$ cat config.mk
export PLATFORM = sky130hd
export DESIGN_NAME = led_matrix_top
export DESIGN_NICKNAME = d
export VERILOG_FILES = /design/src/common/led_matrix_pkg.sv /design/src/matrix_scan/matrix_scan.sv /design/src/rtl/command_decoder.sv /design/src/rtl/frame_buffer.sv /design/src/rtl/led_matrix_top.sv /design/src/rtl/uart_rx.sv
export SDC_FILE = /design/constraint.sdc
export NUM_CORES = 2
export LEC_CHECK = 0
export BUFFER_PORTS_ARGS = -buffer_cell sky130_fd_sc_hd__buf_2
export CORE_UTILIZATION = 63
export CTS_CLUSTER_SIZE = 12
export DETAILED_ROUTE_END_ITERATION = 7
export PLACE_DENSITY = 0.85
export SLEW_MARGIN = 5
export SYNTH_ARGS = -nofsm -noshare
export SYNTH_HDL_FRONTEND = slang
export SYNTH_SLANG_ARGS = --single-unit
$ cat constraint.sdc
create_clock -name clk_in -period 5.2 [get_ports clk_in]
set_input_delay 1.04 -clock clk_in [delete_from_list [all_inputs] [get_ports clk_in]]
set_output_delay 1.04 -clock clk_in [all_outputs]
set_load 0.05 [all_outputs]
$ cat src/common/led_matrix_pkg.sv
package led_matrix_pkg;

    // panel geometry
    localparam int pixel_width = 16;
    localparam int pixel_height = 8;
    localparam int bytes_per_pixel = 2;
    localparam int brightness_levels = 5;     // bit planes per frame

    // timing
    localparam int clks_per_bit = 8;          // uart oversampling
    localparam int base_on_cycles = 4;        // plane 0 on-time, doubles per plane

    // derived widths
    localparam int col_bits = $clog2(pixel_width);
    localparam int row_bits = $clog2(pixel_height);
    localparam int byte_sel_bits = $clog2(bytes_per_pixel);
    localparam int byte_addr_bits = row_bits + col_bits + byte_sel_bits;
    localparam int pixel_addr_bits = row_bits + col_bits;
    localparam int plane_bits = $clog2(brightness_levels);
    localparam int on_count_bits = $clog2(base_on_cycles << (brightness_levels - 1));
    localparam int baud_count_bits = $clog2(clks_per_bit);

    // uart receiver states
    localparam logic [1:0] rx_idle = 2'd0;
    localparam logic [1:0] rx_start = 2'd1;
    localparam logic [1:0] rx_bits = 2'd2;
    localparam logic [1:0] rx_stop = 2'd3;

    // command decoder states
    localparam logic [1:0] cmd_idle = 2'd0;
    localparam logic [1:0] cmd_wait_row = 2'd1;
    localparam logic [1:0] cmd_load = 2'd2;

    // scanner states
    localparam logic [1:0] scan_fetch = 2'd0;
    localparam logic [1:0] scan_shift = 2'd1;
    localparam logic [1:0] scan_latch = 2'd2;
    localparam logic [1:0] scan_display = 2'd3;

    // one stored pixel, written as bytes and scanned as colour fields
    typedef union packed {
        logic [0:bytes_per_pixel-1][7:0] bytes;   // bytes[0] is the high byte
        struct packed {
            logic [4:0] red;
            logic [5:0] green;                    // plane p uses green bit p+1
            logic [4:0] blue;
        } rgb;
    } pixel_t;

endpackage

$ cat src/matrix_scan/matrix_scan.sv
`timescale 1ns/1ns

module matrix_scan import led_matrix_pkg::*; (
    input  logic                         clk_in,
    input  logic                         reset,
    input  logic [2:0]                   rgb_enable,
    input  logic [brightness_levels-1:0] brightness_enable,
    output logic [pixel_addr_bits-1:0]   rd_addr,
    input  pixel_t                       rd_pixel,
    output logic [2:0]                   rgb_data,
    output logic [row_bits-1:0]          row_address,
    output logic                         pixel_clk,
    output logic                         latch,
    output logic                         output_enable
);

    logic [1:0]               state;
    logic [row_bits-1:0]      row;
    logic [plane_bits-1:0]    plane;
    logic [col_bits-1:0]      col;
    logic [col_bits-1:0]      fetch_col;
    logic                     phase;          // 0 clock low, 1 clock high
    logic                     fetch_wait;
    logic [on_count_bits-1:0] on_count;
    logic                     plane_lit;
    logic [2:0]               next_rgb;

    // one column ahead while shifting, column 0 otherwise
    assign fetch_col = (state == scan_shift) ? col + 1'b1 : '0;
    assign rd_addr = {row, fetch_col};

    always_comb begin
        plane_lit = brightness_enable[plane];
        next_rgb[0] = rd_pixel.rgb.red[plane] & rgb_enable[0] & plane_lit;
        next_rgb[1] = rd_pixel.rgb.green[plane + 1'b1] & rgb_enable[1] & plane_lit;
        next_rgb[2] = rd_pixel.rgb.blue[plane] & rgb_enable[2] & plane_lit;
    end

    always_ff @(posedge clk_in) begin
        if (reset) begin
            state <= scan_fetch;
            row <= '0;
            plane <= '0;
            col <= '0;
            phase <= 1'b0;
            fetch_wait <= 1'b0;
            on_count <= '0;
            rgb_data <= '0;
            row_address <= '0;
            pixel_clk <= 1'b0;
            latch <= 1'b0;
            output_enable <= 1'b0;
        end else begin
            case (state)
                scan_fetch: begin                  // wait out the ram latency
                    fetch_wait <= 1'b1;
                    if (fetch_wait) begin
                        fetch_wait <= 1'b0;
                        col <= '0;
                        phase <= 1'b0;
                        pixel_clk <= 1'b0;
                        rgb_data <= next_rgb;
                        state <= scan_shift;
                    end
                end
                scan_shift: begin
                    phase <= ~phase;
                    pixel_clk <= ~phase;           // rising edge with data held
                    if (phase) begin
                        if (col == col_bits'(pixel_width - 1)) begin
                            latch <= 1'b1;
                            row_address <= row;    // panel is dark here
                            state <= scan_latch;
                        end else begin
                            col <= col + 1'b1;
                            rgb_data <= next_rgb;
                        end
                    end
                end
                scan_latch: begin
                    latch <= 1'b0;
                    output_enable <= 1'b1;
                    on_count <= on_count_bits'((base_on_cycles << plane) - 1);
                    state <= scan_display;
                end
                default: begin                     // binary weighted on-time
                    if (on_count == '0) begin
                        output_enable <= 1'b0;
                        state <= scan_fetch;
                        if (plane == plane_bits'(brightness_levels - 1)) begin
                            plane <= '0;
                            row <= (row == row_bits'(pixel_height - 1)) ? '0 : row + 1'b1;
                        end else begin
                            plane <= plane + 1'b1;
                        end
                    end else begin
                        on_count <= on_count - 1'b1;
                    end
                end
            endcase
        end
    end

    assert property (@(posedge clk_in) disable iff (reset) !(latch && output_enable));

endmodule

$ cat src/rtl/command_decoder.sv
`timescale 1ns/1ns

module command_decoder import led_matrix_pkg::*; (
    input  logic                         clk_in,
    input  logic                         reset,
    input  logic [7:0]                   rx_data,
    input  logic                         rx_valid,
    output logic [2:0]                   rgb_enable,
    output logic [brightness_levels-1:0] brightness_enable,
    output logic [byte_addr_bits-1:0]    wr_addr,
    output logic [7:0]                   wr_data,
    output logic                         wr_en
);

    logic [1:0]               state;
    logic [row_bits-1:0]      line_row;
    logic [col_bits-1:0]      line_col;
    logic [byte_sel_bits-1:0] byte_idx;
    logic                     last_byte;

    assign last_byte = (line_col == col_bits'(pixel_width - 1)) &&
                       (byte_idx == byte_sel_bits'(bytes_per_pixel - 1));

    always_ff @(posedge clk_in) begin
        if (reset) begin
            state <= cmd_idle;
            rgb_enable <= '1;
            brightness_enable <= '1;
            line_row <= '0;
            line_col <= '0;
            byte_idx <= '0;
            wr_en <= 1'b0;
        end else begin
            wr_en <= 1'b0;
            if (rx_valid) begin
                case (state)
                    cmd_idle: begin
                        case (rx_data)
                            "R": rgb_enable[0] <= 1'b1;
                            "r": rgb_enable[0] <= 1'b0;
                            "G": rgb_enable[1] <= 1'b1;
                            "g": rgb_enable[1] <= 1'b0;
                            "B": rgb_enable[2] <= 1'b1;
                            "b": rgb_enable[2] <= 1'b0;
                            // digit k flips plane brightness_levels - k
                            "1": brightness_enable[brightness_levels - 1] <=
                                     ~brightness_enable[brightness_levels - 1];
                            "2": brightness_enable[brightness_levels - 2] <=
                                     ~brightness_enable[brightness_levels - 2];
                            "3": brightness_enable[brightness_levels - 3] <=
                                     ~brightness_enable[brightness_levels - 3];
                            "4": brightness_enable[brightness_levels - 4] <=
                                     ~brightness_enable[brightness_levels - 4];
                            "5": brightness_enable[brightness_levels - 5] <=
                                     ~brightness_enable[brightness_levels - 5];
                            "0": brightness_enable <= '0;
                            "9": brightness_enable <= '1;
                            "L": state <= cmd_wait_row;
                            default: state <= cmd_idle;     // unknown byte, no effect
                        endcase
                    end
                    cmd_wait_row: begin
                        if (rx_data != "L") begin               // repeated L keeps waiting
                            line_row <= rx_data[row_bits-1:0];
                            line_col <= '0;
                            byte_idx <= '0;
                            state <= cmd_load;
                        end
                    end
                    cmd_load: begin
                        wr_en <= 1'b1;
                        if (byte_idx == byte_sel_bits'(bytes_per_pixel - 1)) begin
                            byte_idx <= '0;
                            line_col <= line_col + 1'b1;
                        end else begin
                            byte_idx <= byte_idx + 1'b1;
                        end
                        if (last_byte) begin
                            state <= cmd_idle;
                        end
                    end
                    default: state <= cmd_idle;
                endcase
            end
        end
    end

    // write payload, address is row then column then byte index
    always_ff @(posedge clk_in) begin
        if (rx_valid && state == cmd_load) begin
            wr_data <= rx_data;
            wr_addr <= {line_row, line_col, byte_idx};
        end
    end

    assert property (@(posedge clk_in) disable iff (reset)
        wr_en |-> $past(rx_valid && state == cmd_load));

endmodule

$ cat src/rtl/frame_buffer.sv
`timescale 1ns/1ns

module frame_buffer import led_matrix_pkg::*; (
    input  logic                       clk_in,
    input  logic [byte_addr_bits-1:0]  wr_addr,
    input  logic [7:0]                 wr_data,
    input  logic                       wr_en,
    input  logic [pixel_addr_bits-1:0] rd_addr,
    output pixel_t                     rd_pixel
);

    logic [pixel_addr_bits-1:0] wr_pixel;
    logic [byte_sel_bits-1:0]   wr_byte;

    // one bank per byte of the pixel
    logic [7:0] bank [bytes_per_pixel][2**pixel_addr_bits];

    assign wr_pixel = wr_addr[byte_addr_bits-1:byte_sel_bits];
    assign wr_byte = wr_addr[byte_sel_bits-1:0];

    always_ff @(posedge clk_in) begin
        for (int b = 0; b < bytes_per_pixel; b++) begin
            if (wr_en && wr_byte == byte_sel_bits'(b)) begin
                bank[b][wr_pixel] <= wr_data;
            end
            rd_pixel.bytes[b] <= bank[b][rd_addr];   // both bytes in one read
        end
    end

endmodule

$ cat src/rtl/led_matrix_top.sv
`timescale 1ns/1ns

module led_matrix_top import led_matrix_pkg::*; (
    input  logic                clk_in,
    input  logic                reset,
    input  logic                serial_in,
    output logic [2:0]          rgb_data,
    output logic [row_bits-1:0] row_address,
    output logic                pixel_clk,
    output logic                latch,
    output logic                output_enable
);

    logic [7:0]                   rx_data;
    logic                         rx_valid;
    logic [2:0]                   rgb_enable;
    logic [brightness_levels-1:0] brightness_enable;
    logic [byte_addr_bits-1:0]    wr_addr;
    logic [7:0]                   wr_data;
    logic                         wr_en;
    logic [pixel_addr_bits-1:0]   rd_addr;
    pixel_t                       rd_pixel;

    uart_rx uart_rx0 (
        .clk_in    (clk_in),
        .reset     (reset),
        .serial_in (serial_in),
        .rx_data   (rx_data),
        .rx_valid  (rx_valid)
    );

    command_decoder command_decoder0 (
        .clk_in            (clk_in),
        .reset             (reset),
        .rx_data           (rx_data),
        .rx_valid          (rx_valid),
        .rgb_enable        (rgb_enable),
        .brightness_enable (brightness_enable),
        .wr_addr           (wr_addr),
        .wr_data           (wr_data),
        .wr_en             (wr_en)
    );

    frame_buffer frame_buffer0 (
        .clk_in   (clk_in),
        .wr_addr  (wr_addr),
        .wr_data  (wr_data),
        .wr_en    (wr_en),
        .rd_addr  (rd_addr),
        .rd_pixel (rd_pixel)
    );

    matrix_scan matrix_scan0 (
        .clk_in            (clk_in),
        .reset             (reset),
        .rgb_enable        (rgb_enable),
        .brightness_enable (brightness_enable),
        .rd_addr           (rd_addr),
        .rd_pixel          (rd_pixel),
        .rgb_data          (rgb_data),
        .row_address       (row_address),
        .pixel_clk         (pixel_clk),
        .latch             (latch),
        .output_enable     (output_enable)
    );

endmodule

$ cat src/rtl/uart_rx.sv
`timescale 1ns/1ns

module uart_rx import led_matrix_pkg::*; (
    input  logic       clk_in,
    input  logic       reset,
    input  logic       serial_in,
    output logic [7:0] rx_data,
    output logic       rx_valid
);

    logic                       serial_meta;
    logic                       serial_sync;
    logic [1:0]                 state;
    logic [baud_count_bits-1:0] clk_count;
    logic [2:0]                 bit_count;

    // two-flop synchroniser, line idles high
    always_ff @(posedge clk_in) begin
        if (reset) begin
            serial_meta <= 1'b1;
            serial_sync <= 1'b1;
        end else begin
            serial_meta <= serial_in;
            serial_sync <= serial_meta;
        end
    end

    always_ff @(posedge clk_in) begin
        if (reset) begin
            state <= rx_idle;
            clk_count <= '0;
            bit_count <= '0;
            rx_valid <= 1'b0;
        end else begin
            rx_valid <= 1'b0;
            case (state)
                rx_idle: begin
                    clk_count <= '0;
                    if (!serial_sync) begin
                        state <= rx_start;
                    end
                end
                rx_start: begin                          // re-check start at mid bit
                    if (clk_count == baud_count_bits'(clks_per_bit / 2 - 1)) begin
                        clk_count <= '0;
                        bit_count <= '0;
                        state <= serial_sync ? rx_idle : rx_bits;
                    end else begin
                        clk_count <= clk_count + 1'b1;
                    end
                end
                rx_bits: begin
                    if (clk_count == baud_count_bits'(clks_per_bit - 1)) begin
                        clk_count <= '0;
                        bit_count <= bit_count + 1'b1;
                        if (bit_count == 3'd7) begin
                            state <= rx_stop;
                        end
                    end else begin
                        clk_count <= clk_count + 1'b1;
                    end
                end
                default: begin                           // stop bit
                    if (clk_count == baud_count_bits'(clks_per_bit - 1)) begin
                        rx_valid <= serial_sync;         // framing error drops the byte
                        state <= rx_idle;
                    end else begin
                        clk_count <= clk_count + 1'b1;
                    end
                end
            endcase
        end
    end

    // lsb first, sampled at mid bit
    always_ff @(posedge clk_in) begin
        if (state == rx_bits && clk_count == baud_count_bits'(clks_per_bit - 1)) begin
            rx_data <= {serial_sync, rx_data[7:1]};
        end
    end

    assert property (@(posedge clk_in) disable iff (reset) rx_valid |=> !rx_valid);

endmodule

## Yosys cells after proc, flatten, opt, wreduce, memory -nomap -nowiden

Memory sizes are Yosys's and may differ from the RTL's.
Cells that the tools add are included.

| storage, ports and cells | value |
|---|---|
| flip-flop bits (word level) | 98 |
| memory bits (writable) | 2048 |
| input port bits | 3 |
| output and inout bits | 9 |
| word-level logic and storage cells | 247 |
| memories | 1 |

Memory list:

| memory | depth | bits a word | read ports | clocked after Yosys merged registers in | write ports | RTL line | RTL |
|---|---|---|---|---|---|---|---|
| frame_buffer0.bank | 2 | 1024 | 2 | 0 | 1 | frame_buffer.sv:16 | `logic [7:0] bank [bytes_per_pixel][2**pixel_addr_bits];` |

| cells by class | value |
|---|---|
| add/sub/neg operators | 9 |
| order comparisons | 5 |
| equality and inequality tests | 42 |
| shifts and indexed selects | 1 |
| mux-type cells | 82 |
| bitwise gates (word level) | 19 |
| reductions and logical operators | 54 |

Operators with widths:

| operator | count |
|---|---|
| 2-to-1 mux 1024 bit | 4 |
| OR reduction 1024 bit | 1 |
| binary-select mux 8 bit (select 7 bit) | 2 |
| demux 8 bit (select 7 bit) | 1 |
| equality test 8 x 6 -> 1 bit, second input constant | 7 |
| equality test 8 x 7 -> 1 bit, second input constant | 7 |
| AND reduction 3 bit | 14 |
| 2-to-1 mux 8 bit | 5 |
| 2-to-1 mux 3 bit | 10 |
| 2-to-1 mux 2 bit | 12 |
| 2-to-1 mux 4 bit | 6 |
| case mux 2 bit (3 select lines) | 3 |
| nonzero test 3 bit | 6 |
| greater-or-equal comparator 8 bit, second input constant | 2 |
| != test 2 x 1 -> 1 bit, second input constant | 8 |
| NOT 7 -> 8 bit | 2 |
| case mux 4 bit (2 select lines) | 2 |
| AND reduction 4 bit | 4 |
| nonzero test 2 bit | 8 |
| 2-to-1 mux 1 bit | 15 |
| case mux 1 bit (3 select lines) | 5 |
| case mux 1 bit (2 select lines) | 7 |
| OR reduction 13 bit | 1 |
| adder 3 x 1 -> 3 bit, second input constant | 4 |
| 32 further kinds | 76 |

## Depth between registers and ports, before layout

| logic depth | value |
|---|---|
| word-level depth | 8 |
| gate-level depth with buffers | 15 |
| mapped depth without buffers | 10 |

## Hierarchy

From an unflattened synthesis, not the netlist that was laid out.

| second synthesis, totals | value |
|---|---|
| cells, all modules | 3653 |
| area, all modules | 83242.3 um2 |

Modules (own cells, without submodules):

| module | instances | cells each | area an instance (um2) | sequential area each (um2) |
|---|---|---|---|---|
| frame_buffer | 1 | 3237 | 79069.6 | 61819.3 |
| matrix_scan | 1 | 206 | 1808.0 | 560.5 |
| command_decoder | 1 | 132 | 1493.9 | 860.8 |
| uart_rx | 1 | 78 | 870.8 | 460.4 |

## Worst setup path before layout

OpenSTA, ideal clock, no wires.

| path | value |
|---|---|
| path type | reg2reg |
| start point | register command_decoder0.wr_data[0] |
| end point | memory frame_buffer0.bank[0][0] (netlist bit) (data pin) |
| setup time | 817 ps |
| data arrival time | 3228 ps |
| required time | 4383 ps |
| setup slack | 1154 ps |
| stages on the path, launching flop included | 1 |
| buffers on the path | 0 |
| clock period less this slack | 4046 ps |
| cell sequence | edfxtp_1 |

| between the ends | value |
|---|---|
| cells in the longest elaborated chain, start to end | 1 |

Ends and longest elaborated chain:

| item | RTL line | RTL |
|---|---|---|
| from (decl) | command_decoder.sv:11 | `output logic [7:0] wr_data,` |
| from (signal assigned) | command_decoder.sv:91 | `wr_data <= rx_data;` |
| 2-to-1 mux 1024 bit (no source line) | -- |  |
| to (decl) | frame_buffer.sv:16 |  |

No other way between the ends.

## Final worst setup path

| path | value |
|---|---|
| start point | register matrix_scan0.state[0] |
| end point | register frame_buffer0.rd_pixel[14] (netlist bit) |

| between the ends | value |
|---|---|
| cells in the longest elaborated chain, start to end | 6 |

Ends and longest elaborated chain:

| item | RTL line | RTL |
|---|---|---|
| from (decl) | matrix_scan.sv:17 | `logic [1:0] state;` |
| from (signal assigned) | matrix_scan.sv:41 | `state <= scan_fetch;` |
| from (signal assigned) | matrix_scan.sv:63 | `state <= scan_shift;` |
| from (signal assigned) | matrix_scan.sv:73 | `state <= scan_latch;` |
| equality test 2 x 1 -> 1 bit | matrix_scan.sv:29 | `assign fetch_col = (state == scan_shift) ? col + 1'b1 : '0;` |
| 2-to-1 mux 4 bit | matrix_scan.sv:29 |  |
| NOT 7 -> 8 bit (implied by the code) | frame_buffer.sv:26 | `rd_pixel.bytes[b] <= bank[b][rd_addr];` |
| binary-select mux 8 bit (select 7 bit) | frame_buffer.sv:26 |  |
| 2-to-1 mux 8 bit (implied by the code) (2 in series) | frame_buffer.sv:26 |  |
| to (decl) | frame_buffer.sv:9 | `output pixel_t rd_pixel` |

No other way between the ends. The select of a mux whose other input is x is not followed.
A chain may end at the register's enable or synchronous reset.

==> impl_results.md <==
- Status: finished with violations
- Violations in the final reports: design-rule violations
- CTS-repair resized insts: 0
- Top flip-flop cell by instance count after synthesis: edfxtp_1
- Synth-to-layout area growth: 9.24%
- Synthesized netlist net count: 5990
- Wirelength per Cell: 33.2 um
- Worst Min Path Start: serial_in
- Number of pins with negative max-slew slack in the final report: 0
- Critical path type: reg2reg
- Clock period minus final worst setup slack: 4.89 ns
- Setup Total Neg Slack: 0 ns
- Launch point of the worst path: matrix_scan0.state[0]
- Ranking of synthesized cells by area: edfxtp_1 (73%), nand2_1 (5.3%), mux4_2 (2.6%)
- Post-Syn Area per Cell: 14.4 um^2
- DIE AREA: 0.137 mm^2
- Proportion of netlist area held by the largest area contributor: 0.727
- Maximum fanout along the worst path: 45
- Routability Congestion: 0.958
- HP Class: in2reg
- Final Skew: 0.0326 ns
- Power density of the placed cells: 395 mW/mm^2
- Final Non-Filler Cells: 7841
- Critical-path top delay cell: nor2_8
- Clock Tree Buf Depth: 3
- Worst flop-to-flop path endpoint: frame_buffer0.rd_pixel[14]
- Worst Setup EP: frame_buffer0.rd_pixel[14]
- Clock sink total: 2146
- Std-Cell Rows: 134
- Via Count: 57800
- Critical path launch point type: flip-flop
- Maximum ir drop on the vdd rail: 0.422 mV
- Largest net degree at the start of global routing: 201
- Total of max-cap violations: 0
- Final Hold Fails: 0
- Static Leakage: 29.7 nW
- Post-detailed-route via-to-cell ratio: 7.37
- Total wire length after detailed routing: 261000 um
- Depth of the CTS H-tree: 4
- Largest stage delay on the critical path: 1.07 ns
- Clk Tree Root Cell: clkbuf_16
- Data required time of the critical path: 5.97 ns
- Depth of the worst register-to-register path: 10
- Total track usage: 0.379
- Worst rel slew slack: 0.0917
- Vias in the first global route: 55600
- Number of warnings printed during yosys synthesis: 0
- Fraction of layout instances using a drive strength above 1: 0.0903
- Post-synth top area cell: edfxtp_1
- Capturing element type of the critical path: flip-flop
- Cells after DPL: 7483
- Die height: 371 um
- Area of the mapped netlist: 0.0856 mm^2
- Setup repair after global routing missed its margin: false
- Clock slew at the register clock pins of the worst setup and hold paths: 0.06 ns
- Pin slew with the least headroom to its limit: 1.36 ns
- Worst flop-to-flop path startpoint: matrix_scan0.state[0]
- Endpoints failing setup: 0
- Post-cts hold buffer count: 0
- Arrival time reported for the critical path endpoint: 5.66 ns
- Post-route ant nets: 0
- Share of flip-flops with an asynchronous set or reset after synthesis: 0
- DR pass1 iterations: 8
- Register-to-register path setup slack: 0.31 ns
- Total gr overflow: 0
- Wire length of the first global-routing pass: 373000 um
- Maximum frequency from static timing analysis: 204 MHz
- Post-Synthesis Cells: 5956
- Number of different library cells in the post-synthesis netlist: 74
- Placed wire-length estimate: 147000 um
- Antenna violations before repair: 21
- Total Power Consumption: 36.9 mW
- Post-CTS setup buffer count: 0
- Number of flops mapped to enable cells by yosys: 2072
- Post-route DRC violation count: 5
- Width of the chip: 371 um
- Ratio of final minimum period to clock period: 0.940
- Critical Path, Cell by Cell: ha_4 > inv_1 > nor2_8 > buf_12 > a21oi_1 > a221o_1 > o221ai_1 > nor4bb_1 > a211oi_1 > a31oi_1
- Clock latency reported for the late side of the worst-skew pair: 0.87 ns
- Number of nets at the end of the flow: 5954
- Total clock buffers created by CTS: 202
- Register bit count reported by yosys: 2146
- CTS tree: done
- DRC violation total after the first TritonRoute iteration: 11700
- Floorplan Core Area: 0.134 mm^2
- Initial Util: 0.638
- Input/output buffers: 11
- Layout Utilization: 0.697
- Number of I/O pins: 12
- Hold Path Depth: 2
- Sequential element share of the synthesized area: 0.744
## cells by family after synthesis
family | synth area share
AOI/OAI and AO/OA | 0.0719
xor gates and xnor gates | 0.000687
adders and majority gates | 0.00453
buffers and inverters | 0.0230
DFF | 0.744
muxes | 0.0475
and+or+nand+nor | 0.108
## layout make-up
class                           instances  area [um^2]
Sequential cell                      2146        63700
Antenna cell                           16         40.0
Multi-Input combinational cell       3376        20100
Timing Repair Buffer                  162         1560
Tap cell                             1768         2210
Inverter                               32          120
Clock inverter                         25          248
Clock buffer                          316         5520
Fill cell                            7698        40600
## where the power goes
group | switching (mW) | internal (mW) | leakage [nW] | total (mW)
clock network | 6.24 | 7.25 | 2.76 | 13.5
registers | 0.138 | 18.7 | 19.2 | 18.9
logic | 3.17 | 1.35 | 7.71 | 4.52
total | 9.55 | 27.3 | 29.7 | 36.9
## per-layer routing
metal  share of wire  vias up  track usage
li1                -    22600            -
met4           0.087       31        0.262
met3            0.17     1548        0.143
met2            0.44     6307        0.558
met1            0.30    27300        0.466
met5         0.00094        -      0.00175
## state kept, by name, indices dropped and copies added (netlist names), 4 cells and up
register / count
frame_buffer0.bank: 2048
frame_buffer0.rd_pixel: 16
command_decoder0.wr_addr: 8
command_decoder0.wr_data: 8
uart_rx0.rx_data: 8
matrix_scan0.on_count: 6
command_decoder0.brightness_enable: 5
command_decoder0.line_col: 4
matrix_scan0.col: 4
## placed cells by master (no fill, tap or decap), types with 18 or more instances in the layout
master and count:
o211ai_1 18, nand2_1 1212, ha_1 29, nor2b_1 38
nor3_1 37, a221oi_1 54, inv_1 31, a21oi_1 148
dfxtp_1 70, nand3_1 330, clkbuf_1 110, a32oi_1 36
o21ai_0 83, o22ai_1 52, a311oi_1 88, mux2i_1 166
edfxtp_1 2072, clkbuf_16 202, and3_1 68, buf_12 30
buf_4 120, a211oi_1 62, nand2b_1 29, mux4_2 98
o221ai_1 61, nor2_1 364, a31oi_1 175
## worst min-delay path by stage
| stage | slack, ns | to |
|---|---|---|
| after floorplan | 0.39 | uart_rx0.serial_sync |
| after global placement | 0.39 | uart_rx0.serial_sync |
| after detailed placement | 0.40 | uart_rx0.serial_sync |
| after CTS | 0.35 | uart_rx0.serial_meta |
| after global routing | 0.36 | uart_rx0.serial_meta |
| final | 0.37 | uart_rx0.serial_meta |
## worst max-delay path, delay by kind of cell (launching register included)
family                   cells  cell delay [ns]
adder cells (fa/ha/maj)      1             0.49
AND/OR/NAND/NOR              2             2.09
flip-flops                   1             0.44
AO/OA/AOI/OAI                5             0.86
buffers and inverters        2             0.81
## synthesized netlist by cell type, drive strengths merged (13+ instances only)
cell and instances:
edfxtp 2072, nand2 1216, nor2 370, nand3 332, buf 234, a31oi 175, clkbuf 168, mux2i 168
a21oi 148, mux4 98, o21ai 93, a311oi 88, dfxtp 74, and3 68, a211oi 62, o221ai 61
a221oi 54, o22ai 52, nor2b 39, nor3 37, a32oi 36, ha 31, inv 31, nand2b 30
o211ai 18, nand4 17, mux2 16, nor4 14, a22oi 13
## per-stage QoR
stage          setup slack (ns)  area [um^2]  hold WS [ns]
6_report                  0.309        93500         0.371
5_1_grt                   0.341        93500         0.361
4_1_cts                   0.355        93400         0.346
3_5_place_dp              0.385        87700         0.403
3_3_place_gp              0.558        87700         0.393
2_1_floorplan              1.15        85600         0.389
Note: power is estimated with default switching activity, not from simulation.
